$ cat src/design/ahb_mtx_pkg.sv
//--------------------------------------------------------------------------
// Shared definitions for the AHB bus matrix output stage
//   Address and write-data widths
//   Vector types for address, data, transfer type and size
//   HTRANS encoding
//--------------------------------------------------------------------------

`default_nettype none

package ahb_mtx_pkg;

  //--------------------------------------------------------------------------
  // Bus widths
  //--------------------------------------------------------------------------
  localparam int ADDR_W = 32;                  // HADDR width
  localparam int DATA_W = 32;                  // HWDATA width

  //--------------------------------------------------------------------------
  // Field types
  //--------------------------------------------------------------------------
  typedef logic [ADDR_W-1:0] haddr_t;          // Address bus
  typedef logic [DATA_W-1:0] hwdata_t;         // Write data bus
  typedef logic [1:0]        htrans_t;         // Transfer type
  typedef logic [2:0]        hsize_t;          // Transfer size

  //--------------------------------------------------------------------------
  // HTRANS codes
  //--------------------------------------------------------------------------
  localparam htrans_t TRANS_IDLE   = 2'b00;    // No transfer
  localparam htrans_t TRANS_BUSY   = 2'b01;    // Burst pause
  localparam htrans_t TRANS_NONSEQ = 2'b10;    // First beat
  localparam htrans_t TRANS_SEQ    = 2'b11;    // Burst continuation

endpackage

`default_nettype wire

$ cat src/design/ahb_arb_if.sv
//--------------------------------------------------------------------------
// Internal link of the output stage
//   Grant from the arbiter
//   Routed select, transfer type and lock from the address router
//   Ready mux from the data router
//--------------------------------------------------------------------------

`timescale 1ns/100ps
`default_nettype none

interface ahb_arb_if #(
  parameter int NUM_PORTS = 3                  // Number of input ports
);
  import ahb_mtx_pkg::*;

  localparam int GNT_W = $clog2(NUM_PORTS);   // Grant index width

  logic [GNT_W-1:0] grant_port;                // Granted port index
  logic             grant_valid;               // Some port holds the grant
  logic             hsel_m;                    // Routed HSEL
  htrans_t          htrans_m;                  // Routed HTRANS
  logic             hlock_arb;                 // Lock seen by the arbiter
  logic             hreadymux;                 // Shared HREADY

  modport arb  (output grant_port, grant_valid,
                input  hlock_arb, hreadymux);
  modport addr (input  grant_port, grant_valid, hreadymux,
                output hsel_m, htrans_m, hlock_arb);
  modport data (input  grant_port, grant_valid, hsel_m,
                output hreadymux);

endinterface

`default_nettype wire

$ cat src/design/ahb_mtx_addr_router.sv
//--------------------------------------------------------------------------
// Address phase router
//   Address and control mux from the granted port
//   One-hot port active decode
//   Locked sequence tracker and arbiter lock
//--------------------------------------------------------------------------

`timescale 1ns/100ps
`default_nettype none

module ahb_mtx_addr_router #(
  parameter int NUM_PORTS = 3                              // Input ports
) (
  input  logic                                 HCLK,       // Bus clock
  input  logic                                 HRESETn,    // Sync reset
  input  logic [NUM_PORTS-1:0]                 i_sel,      // Port HSEL
  input  ahb_mtx_pkg::haddr_t  [NUM_PORTS-1:0] i_addr,     // Port HADDR
  input  ahb_mtx_pkg::htrans_t [NUM_PORTS-1:0] i_trans,    // Port HTRANS
  input  logic [NUM_PORTS-1:0]                 i_write,    // Port HWRITE
  input  logic [NUM_PORTS-1:0]                 i_mastlock, // Port HMASTLOCK
  input  ahb_mtx_pkg::hsize_t  [NUM_PORTS-1:0] i_size,     // Port HSIZE
  output logic [NUM_PORTS-1:0]                 o_active,   // Port granted
  output ahb_mtx_pkg::haddr_t                  o_haddr,    // Slave HADDR
  output logic                                 o_hwrite,   // Slave HWRITE
  output logic                                 o_hmastlock,// Slave HMASTLOCK
  output ahb_mtx_pkg::hsize_t                  o_hsize,    // Slave HSIZE
  ahb_arb_if.addr                              arb         // Internal link
);
  import ahb_mtx_pkg::*;

  localparam int GNT_W = $clog2(NUM_PORTS);               // Index width

  logic    hsel_r;           // Routed HSEL
  htrans_t trans_r;          // Routed HTRANS
  logic    mastlock_r;       // Routed HMASTLOCK
  logic    hsel_lock;        // Lock held while HSEL drops
  logic    next_hsel_lock;   // Next hsel_lock

  //--------------------------------------------------------------------------
  // Address and control mux
  //--------------------------------------------------------------------------
  always_comb
  begin : p_addr_mux
    o_active   = '0;
    hsel_r     = 1'b0;
    o_haddr    = '0;
    trans_r    = TRANS_IDLE;                       // Idle without grant
    o_hwrite   = 1'b0;
    o_hsize    = '0;
    mastlock_r = 1'b0;
    for (int p = 0; p < NUM_PORTS; p++)
      if (arb.grant_valid && arb.grant_port == GNT_W'(p))
      begin
        o_active[p] = 1'b1;                        // One-hot decode
        hsel_r      = i_sel[p];
        o_haddr     = i_addr[p];
        trans_r     = i_trans[p];
        o_hwrite    = i_write[p];
        o_hsize     = i_size[p];
        mastlock_r  = i_mastlock[p];
      end
  end

  //--------------------------------------------------------------------------
  // Locked sequence tracking
  //--------------------------------------------------------------------------
  // A master may leave this slave mid-lock, so the lock is remembered
  assign next_hsel_lock =
    (hsel_r && (trans_r == TRANS_NONSEQ || trans_r == TRANS_SEQ) && mastlock_r) ? 1'b1 :
    (!mastlock_r) ? 1'b0 : hsel_lock;

  always_ff @(posedge HCLK)
  begin
    if (!HRESETn)
      hsel_lock <= 1'b0;
    else if (arb.hreadymux)                        // Accepted edge only
      hsel_lock <= next_hsel_lock;
  end

  assign arb.hlock_arb = mastlock_r & (hsel_lock | hsel_r); // Masked lock
  assign arb.hsel_m    = hsel_r;
  assign arb.htrans_m  = trans_r;
  assign o_hmastlock   = mastlock_r;

endmodule

`default_nettype wire

$ cat src/design/ahb_mtx_arbiter.sv
//--------------------------------------------------------------------------
// Round-robin arbiter for the output stage
//   Request forming from HSEL and held transfer
//   Grant kept during locked sequences and bursts
//   Search for the next requester after the current grant
//--------------------------------------------------------------------------

`timescale 1ns/100ps
`default_nettype none

module ahb_mtx_arbiter #(
  parameter int NUM_PORTS = 3                              // Input ports
) (
  input  logic                                 HCLK,       // Bus clock
  input  logic                                 HRESETn,    // Sync reset
  input  logic [NUM_PORTS-1:0]                 i_sel,      // Port HSEL
  input  logic [NUM_PORTS-1:0]                 i_held_tran,// Port has transfer
  input  ahb_mtx_pkg::htrans_t [NUM_PORTS-1:0] i_trans,    // Port HTRANS
  ahb_arb_if.arb                               arb         // Internal link
);
  import ahb_mtx_pkg::*;

  localparam int GNT_W = $clog2(NUM_PORTS);               // Index width

  logic [NUM_PORTS-1:0] req;           // Port requests
  logic [GNT_W-1:0]     grant_q;       // Current grant
  logic                 valid_q;       // Grant valid
  logic [GNT_W-1:0]     grant_d;       // Next grant
  logic                 valid_d;       // Next grant valid
  logic [GNT_W-1:0]     start_port;    // Search begins after this one
  logic [GNT_W-1:0]     next_port;     // First requester found
  logic                 found;         // Search hit
  logic                 burst_hold;    // Granted port mid-burst

  assign req = i_sel & i_held_tran;    // Request needs both

  // Last port when idle so port 0 comes first
  assign start_port = valid_q ? grant_q : GNT_W'(NUM_PORTS - 1);

  //--------------------------------------------------------------------------
  // Round-robin search
  //--------------------------------------------------------------------------
  always_comb
  begin : p_search
    int cand;                                          // Candidate port
    found     = 1'b0;
    next_port = '0;
    for (int off = 1; off <= NUM_PORTS; off++)
    begin
      cand = int'(start_port) + off;
      if (cand >= NUM_PORTS)
        cand = cand - NUM_PORTS;                       // Wrap around
      if (!found && req[cand])
      begin
        found     = 1'b1;                              // Keep first hit
        next_port = GNT_W'(cand);
      end
    end
  end

  // SEQ or BUSY on the granted port keeps the burst together
  always_comb
  begin : p_burst_hold
    burst_hold = 1'b0;
    for (int p = 0; p < NUM_PORTS; p++)
      if (grant_q == GNT_W'(p) && i_sel[p] &&
          (i_trans[p] == TRANS_SEQ || i_trans[p] == TRANS_BUSY))
        burst_hold = 1'b1;
  end

  always_comb
  begin : p_next_grant
    grant_d = grant_q;                                 // Default hold
    valid_d = valid_q;
    if (valid_q && arb.hlock_arb)
      valid_d = 1'b1;                                  // Locked sequence
    else if (valid_q && burst_hold)
      valid_d = 1'b1;                                  // Burst in progress
    else if (found)
    begin
      grant_d = next_port;
      valid_d = 1'b1;
    end
    else
      valid_d = 1'b0;                                  // Nobody asks
  end

  //--------------------------------------------------------------------------
  // Grant register
  //--------------------------------------------------------------------------
  always_ff @(posedge HCLK)
  begin
    if (!HRESETn)
    begin
      grant_q <= '0;
      valid_q <= 1'b0;
    end
    else if (arb.hreadymux)                            // Accepted edge only
    begin
      grant_q <= grant_d;
      valid_q <= valid_d;
    end
  end

  assign arb.grant_port  = grant_q;
  assign arb.grant_valid = valid_q;

endmodule

`default_nettype wire

$ cat src/design/ahb_mtx_data_router.sv
//--------------------------------------------------------------------------
// Data phase router
//   Data port and slave select registers
//   Write data mux
//   Shared HREADY generation
//--------------------------------------------------------------------------

`timescale 1ns/100ps
`default_nettype none

module ahb_mtx_data_router #(
  parameter int NUM_PORTS = 3                              // Input ports
) (
  input  logic                                 HCLK,       // Bus clock
  input  logic                                 HRESETn,    // Sync reset
  input  ahb_mtx_pkg::hwdata_t [NUM_PORTS-1:0] i_wdata,    // Port HWDATA
  input  logic                                 i_hreadyout,// Slave HREADYOUT
  output ahb_mtx_pkg::hwdata_t                 o_hwdata,   // Slave HWDATA
  ahb_arb_if.data                              arb         // Internal link
);

  localparam int GNT_W = $clog2(NUM_PORTS);               // Index width

  logic [GNT_W-1:0] data_port;    // Port in data phase
  logic             data_valid;   // Data phase owned by a port
  logic             slave_sel;    // Slave selected in data phase

  // Address phase moves into data phase on accepted edges
  always_ff @(posedge HCLK)
  begin
    if (!HRESETn)
    begin
      data_port  <= '0;
      data_valid <= 1'b0;
      slave_sel  <= 1'b0;
    end
    else if (arb.hreadymux)
    begin
      data_port  <= arb.grant_port;
      data_valid <= arb.grant_valid;
      slave_sel  <= arb.hsel_m;
    end
  end

  //--------------------------------------------------------------------------
  // Write data mux
  //--------------------------------------------------------------------------
  always_comb
  begin : p_data_mux
    o_hwdata = '0;                                 // Zero with no owner
    for (int p = 0; p < NUM_PORTS; p++)
      if (data_valid && data_port == GNT_W'(p))
        o_hwdata = i_wdata[p];
  end

  // Slave ready only counts while it owns the data phase
  assign arb.hreadymux = slave_sel ? i_hreadyout : 1'b1;

endmodule

`default_nettype wire

$ cat src/design/ahb_mtx_output_stage.sv
//--------------------------------------------------------------------------
// AHB bus matrix output stage top level
//   Plain per-port bus ports
//   Arbiter, address router and data router instances
//--------------------------------------------------------------------------

`timescale 1ns/100ps
`default_nettype none

module ahb_mtx_output_stage #(
  parameter int NUM_PORTS = 3                              // At least 2
) (
  input  logic                                 HCLK,       // Bus clock
  input  logic                                 HRESETn,    // Sync reset
  input  logic [NUM_PORTS-1:0]                 i_sel,      // Port HSEL
  input  logic [NUM_PORTS-1:0]                 i_held_tran,// Port has transfer
  input  ahb_mtx_pkg::haddr_t  [NUM_PORTS-1:0] i_addr,     // Port HADDR
  input  ahb_mtx_pkg::htrans_t [NUM_PORTS-1:0] i_trans,    // Port HTRANS
  input  logic [NUM_PORTS-1:0]                 i_write,    // Port HWRITE
  input  ahb_mtx_pkg::hsize_t  [NUM_PORTS-1:0] i_size,     // Port HSIZE
  input  logic [NUM_PORTS-1:0]                 i_mastlock, // Port HMASTLOCK
  input  ahb_mtx_pkg::hwdata_t [NUM_PORTS-1:0] i_wdata,    // Port HWDATA
  input  logic                                 i_hreadyout,// Slave HREADYOUT
  output logic [NUM_PORTS-1:0]                 o_active,   // Port granted
  output logic                                 o_hsel,     // Slave HSEL
  output ahb_mtx_pkg::haddr_t                  o_haddr,    // Slave HADDR
  output ahb_mtx_pkg::htrans_t                 o_htrans,   // Slave HTRANS
  output logic                                 o_hwrite,   // Slave HWRITE
  output ahb_mtx_pkg::hsize_t                  o_hsize,    // Slave HSIZE
  output logic                                 o_hmastlock,// Slave HMASTLOCK
  output ahb_mtx_pkg::hwdata_t                 o_hwdata,   // Slave HWDATA
  output logic                                 o_hreadymux // Shared HREADY
);

  ahb_arb_if #(.NUM_PORTS(NUM_PORTS)) u_arb_if ();        // Internal link

  ahb_mtx_arbiter #(.NUM_PORTS(NUM_PORTS)) u_arbiter (
    .HCLK        (HCLK),
    .HRESETn     (HRESETn),
    .i_sel       (i_sel),
    .i_held_tran (i_held_tran),
    .i_trans     (i_trans),
    .arb         (u_arb_if)
  );

  ahb_mtx_addr_router #(.NUM_PORTS(NUM_PORTS)) u_addr_router (
    .HCLK        (HCLK),
    .HRESETn     (HRESETn),
    .i_sel       (i_sel),
    .i_addr      (i_addr),
    .i_trans     (i_trans),
    .i_write     (i_write),
    .i_mastlock  (i_mastlock),
    .i_size      (i_size),
    .o_active    (o_active),
    .o_haddr     (o_haddr),
    .o_hwrite    (o_hwrite),
    .o_hmastlock (o_hmastlock),
    .o_hsize     (o_hsize),
    .arb         (u_arb_if)
  );

  ahb_mtx_data_router #(.NUM_PORTS(NUM_PORTS)) u_data_router (
    .HCLK        (HCLK),
    .HRESETn     (HRESETn),
    .i_wdata     (i_wdata),
    .i_hreadyout (i_hreadyout),
    .o_hwdata    (o_hwdata),
    .arb         (u_arb_if)
  );

  assign o_hsel      = u_arb_if.hsel_m;                  // Routed select
  assign o_htrans    = u_arb_if.htrans_m;                // Routed type
  assign o_hreadymux = u_arb_if.hreadymux;               // Ready to all ports

endmodule

`default_nettype wire

$ cat config.mk
export PLATFORM = sky130hd
export DESIGN_NAME = ahb_mtx_output_stage
export DESIGN_NICKNAME = d
export VERILOG_FILES = /design/src/design/ahb_mtx_pkg.sv /design/src/design/ahb_arb_if.sv /design/src/design/ahb_mtx_addr_router.sv /design/src/design/ahb_mtx_arbiter.sv /design/src/design/ahb_mtx_data_router.sv /design/src/design/ahb_mtx_output_stage.sv
export SDC_FILE = /design/constraint.sdc
export NUM_CORES = 1
export LEC_CHECK = 0
export BUFFER_PORTS_ARGS = -buffer_cell sky130_fd_sc_hd__buf_2
export CAP_MARGIN = 20
export CORE_AREA = 4 4 114 116
export DETAILED_ROUTE_END_ITERATION = 8
export DIE_AREA = 0 0 118 120
export GPL_TIMING_DRIVEN = 0
export PLACE_DENSITY = 0.6
export SLEW_MARGIN = 25
export SYNTH_ARGS = -nofsm -noshare
export SYNTH_HDL_FRONTEND = slang
export SYNTH_HIERARCHICAL = 1
export SYNTH_SLANG_ARGS = --single-unit
$ cat constraint.sdc
create_clock -name HCLK -period 1.9 [get_ports HCLK]
set_input_delay 0.095 -clock HCLK [delete_from_list [all_inputs] [get_ports HCLK]]
set_output_delay 0.095 -clock HCLK [all_outputs]
set_load 0.05 [all_outputs]
==> run_results.csv <==
group,metric,value,unit
outcome,outcome,"completed",
sta,worst_pin_slew,0.456,ns
setup_path,arrival,1.95,ns
clocking,cts_tree,"built",
pwr,finalPower,4.57,mW
global_routing,grt_pass1_vias,3813,
synthesis,ys_ff_latch,8,
synthesis,synth_edf_count,0,
cells_and_area,drive_gt1_share,53.6,%
place,port_buffers,297,
routing,vias,3825,
sta,fin_ws,0.0663,ns
synthesis,yosys.area.top_type,"mux2i_1",
clocking,cts_hold_buffers,0,
cells_and_area,syn2layout_area_growth,74.7,%
synthesis,synth.net_count,598,
routing,drcViolationCount,0,
sta,maxSlewHeadroom,69.6,%
global_routing,grtUsageMet3,5.28,%
floorplanning,io_pins,298,
sta,setup_viol,0,
synthesis,yosysMostFrequentCell,"nand2_1",
pwr,total_leakage_power,2.25,nW
synthesis,async_reset_ff_share,0,%
synthesis,synth.avg_cell_area,7.04,um^2
synthesis,synth_top_flop_cell,"dfxtp_1",
worst_hold_path,hold_path_class,"in -> reg",
setup_path,path_max_fanout,7,
sta,finClkSkew,0.00210,ns
sta,final_hold_viol_count,0,
place,dp_slack,-0.346,ns
cells_and_area,layout.nets,909,
clocking,clk_pin_slew,0.04,ns
routing,drt_iter0_markers,79,
global_routing,grt_max_degree,14,
global_routing,grt.total_usage,17.0,%
place,dp_cells,818,
pwr,p_per_area,993,nW/um^2
synthesis,yosysSeqAreaShare,6.08,%
clocking,clkSinkCount,8,
sta,fin_crit,1.83,ns
synthesis,synth_commonest_cells,"nand2_1, mux2i_1, o21ai_1",
floorplanning,rows,40,
setup_path,end_kind,"flip-flop",
synthesis,yosys_warnings,6,
synthesis,synthCells,374,
floorplanning,start_util,22.1,%
global_routing,grtUsageMet2,34.1,%
place,gp_congestion,0.838,
floorplanning,die_h,120,um
global_routing,met1_usage,17.2,%
synthesis,synth_area_leaders,"mux2i_1, nand2_1, and2_1",
pwr,max-vdd-ir-drop,420,uV
routing,drt_wl_total,13000,um
routing,wl_per_cell,15.7,um
sta,slew_violations,0,
sta,fmax,545,MHz
setup_path,critical_path_class,"reg -> reg",
cells_and_area,num-fill-cells,1306,
setup_path,crit_required,2.01,ns
routing,final_antenna_net_count,0,
setup_path,cp-start-kind,"flip-flop",
floorplanning,die_area,14200,um^2
floorplanning,core,11900,um^2
routing,drt_pass1_iterations,4,
clocking,cts_buffers,3,
global_routing,grt-busiest-layer,"met2",
floorplanning,die_w,118,um
sta,fin_tns_setup,0,ns
routing,vias_per_cell,4.61,
sta,rsz0062_at_grt,"true",
place,dp_hpwl,11100,um
clocking,cts_buffer_depth,2,
global_routing,grt_overflow,0,
cells_and_area,antenna_cells,0,
sta,period_share,96.5,%
cells_and_area,layout.cells.non_filler,830,
synthesis,yosysTopAreaCellShare,28.5,%
clocking,clock-root-buffer,"clkbuf_16",
sta,holdWs,0.184,ns
global_routing,grt_pass1_wl,19900,um
synthesis,netlist-cell-type-count,45,
clocking,clkLatencyLatePin,0.23,ns
synthesis,syn_area,2630,um^2
flow_run,drv_cap,0,
global_routing,antenna_found_initial,1,
clocking,cts.htree.levels,1,
## layout by cell type (no fill, tap or decap), drive strengths merged, types with 2 or more instances in the layout
cell type and instances:
a21oi 8, clkbuf 18, nand3b 4, buf 326
o22ai 33, a221oi 2, nand2 79, nor2 2
a21boi 2, ha 2, nand2b 3, nor2b 5
o21ai 49, and2 39, inv 9, mux2i 75
nand3 3, dfxtp 8
## state kept, by name (all words and copies together) (netlist names)
name,cells
u_arbiter/arb.grant_port,2
u_data_router/data_port,2
u_addr_router/hsel_lock,1
u_arbiter/arb.grant_valid,1
u_data_router/data_valid,1
u_data_router/slave_sel,1
## final timing paths
check	from	end	slack (ns)	cells after the start
worst max-delay path	u_arbiter/arb.grant_port[0]$_SDFFE_PN0P_	u_arbiter/arb.grant_port[1]$_SDFFE_PN0P_	0.07	10
worst min-delay path	HRESETn	u_arbiter/arb.grant_port[1]$_SDFFE_PN0P_	0.18	3
worst max register to register	u_arbiter/arb.grant_port[0]$_SDFFE_PN0P_	u_arbiter/arb.grant_port[1]$_SDFFE_PN0P_	0.07	10
worst min register to register	u_addr_router/hsel_lock$_SDFFE_PN0P_	u_addr_router/hsel_lock$_SDFFE_PN0P_	0.49	2
## metal layers
layer	vias up	share of wire, %	wire length [um]
met2	201	53	6960
li1	1957	-	-
met3	12	8.8	1150
met1	1653	36	4740
met5	-	0.10	13
met4	2	1.3	164
## metrics by stage
stage	utilization [%]	area [um^2]
after global placement	36.3	4320
after CTS	37.4	4450
after detailed placement	36.3	4320
after floorplan	-	2650
final	38.6	4600
after global routing	38.6	4600
## power breakdown
| part | leakage (nW) | switching, mW | internal [mW] |
|---|---|---|---|
| Sequential | 0.0675 | 0.0494 | 0.214 |
| Combinational | 2.15 | 2.56 | 1.40 |
| Clock | 0.0370 | 0.0774 | 0.271 |
## logic make-up after synthesis
group,Yosys count,synth area share [%]
AO/OA/AOI/OAI,103,24.6
adder cells (fa/ha/maj),2,0.950
buffers and inverters,44,11.4
flip-flops,8,6.08
multiplexers,75,28.5
AND/OR/NAND/NOR,142,28.5
## worst max-delay path, cell delays in order, from the launching register on
cell     delay, ns
dfxtp_4       0.41
buf_12        0.14
mux2i_1       0.17
o21a_1        0.20
nor2b_4       0.06
o21ba_4       0.23
inv_2         0.06
a21oi_2       0.04
a31o_2        0.22
o21ai_2       0.13
a21oi_1       0.05
## final cells by class
cell class / count / area, um^2 / area share [%]
Multi-Input combinational cell: 322 / 2220 / 48.2
Timing Repair Buffer: 307 / 1640 / 35.6
Buffer: 34 / 285 / 6.20
Tap cell: 147 / 184 / 4.00
Sequential cell: 8 / 171 / 3.72
Clock buffer: 3 / 75.1 / 1.63
Inverter: 9 / 33.8 / 0.734
## repair_timing
item | CTS | global route
endpoints found under the setup margin | 43 | 35
pin swaps | 1 | 3
gates resized for setup | 18 | 30
gates cloned | 0 | 1
setup buffers | 2 | 7
Power figures use the tool's default switching activity.
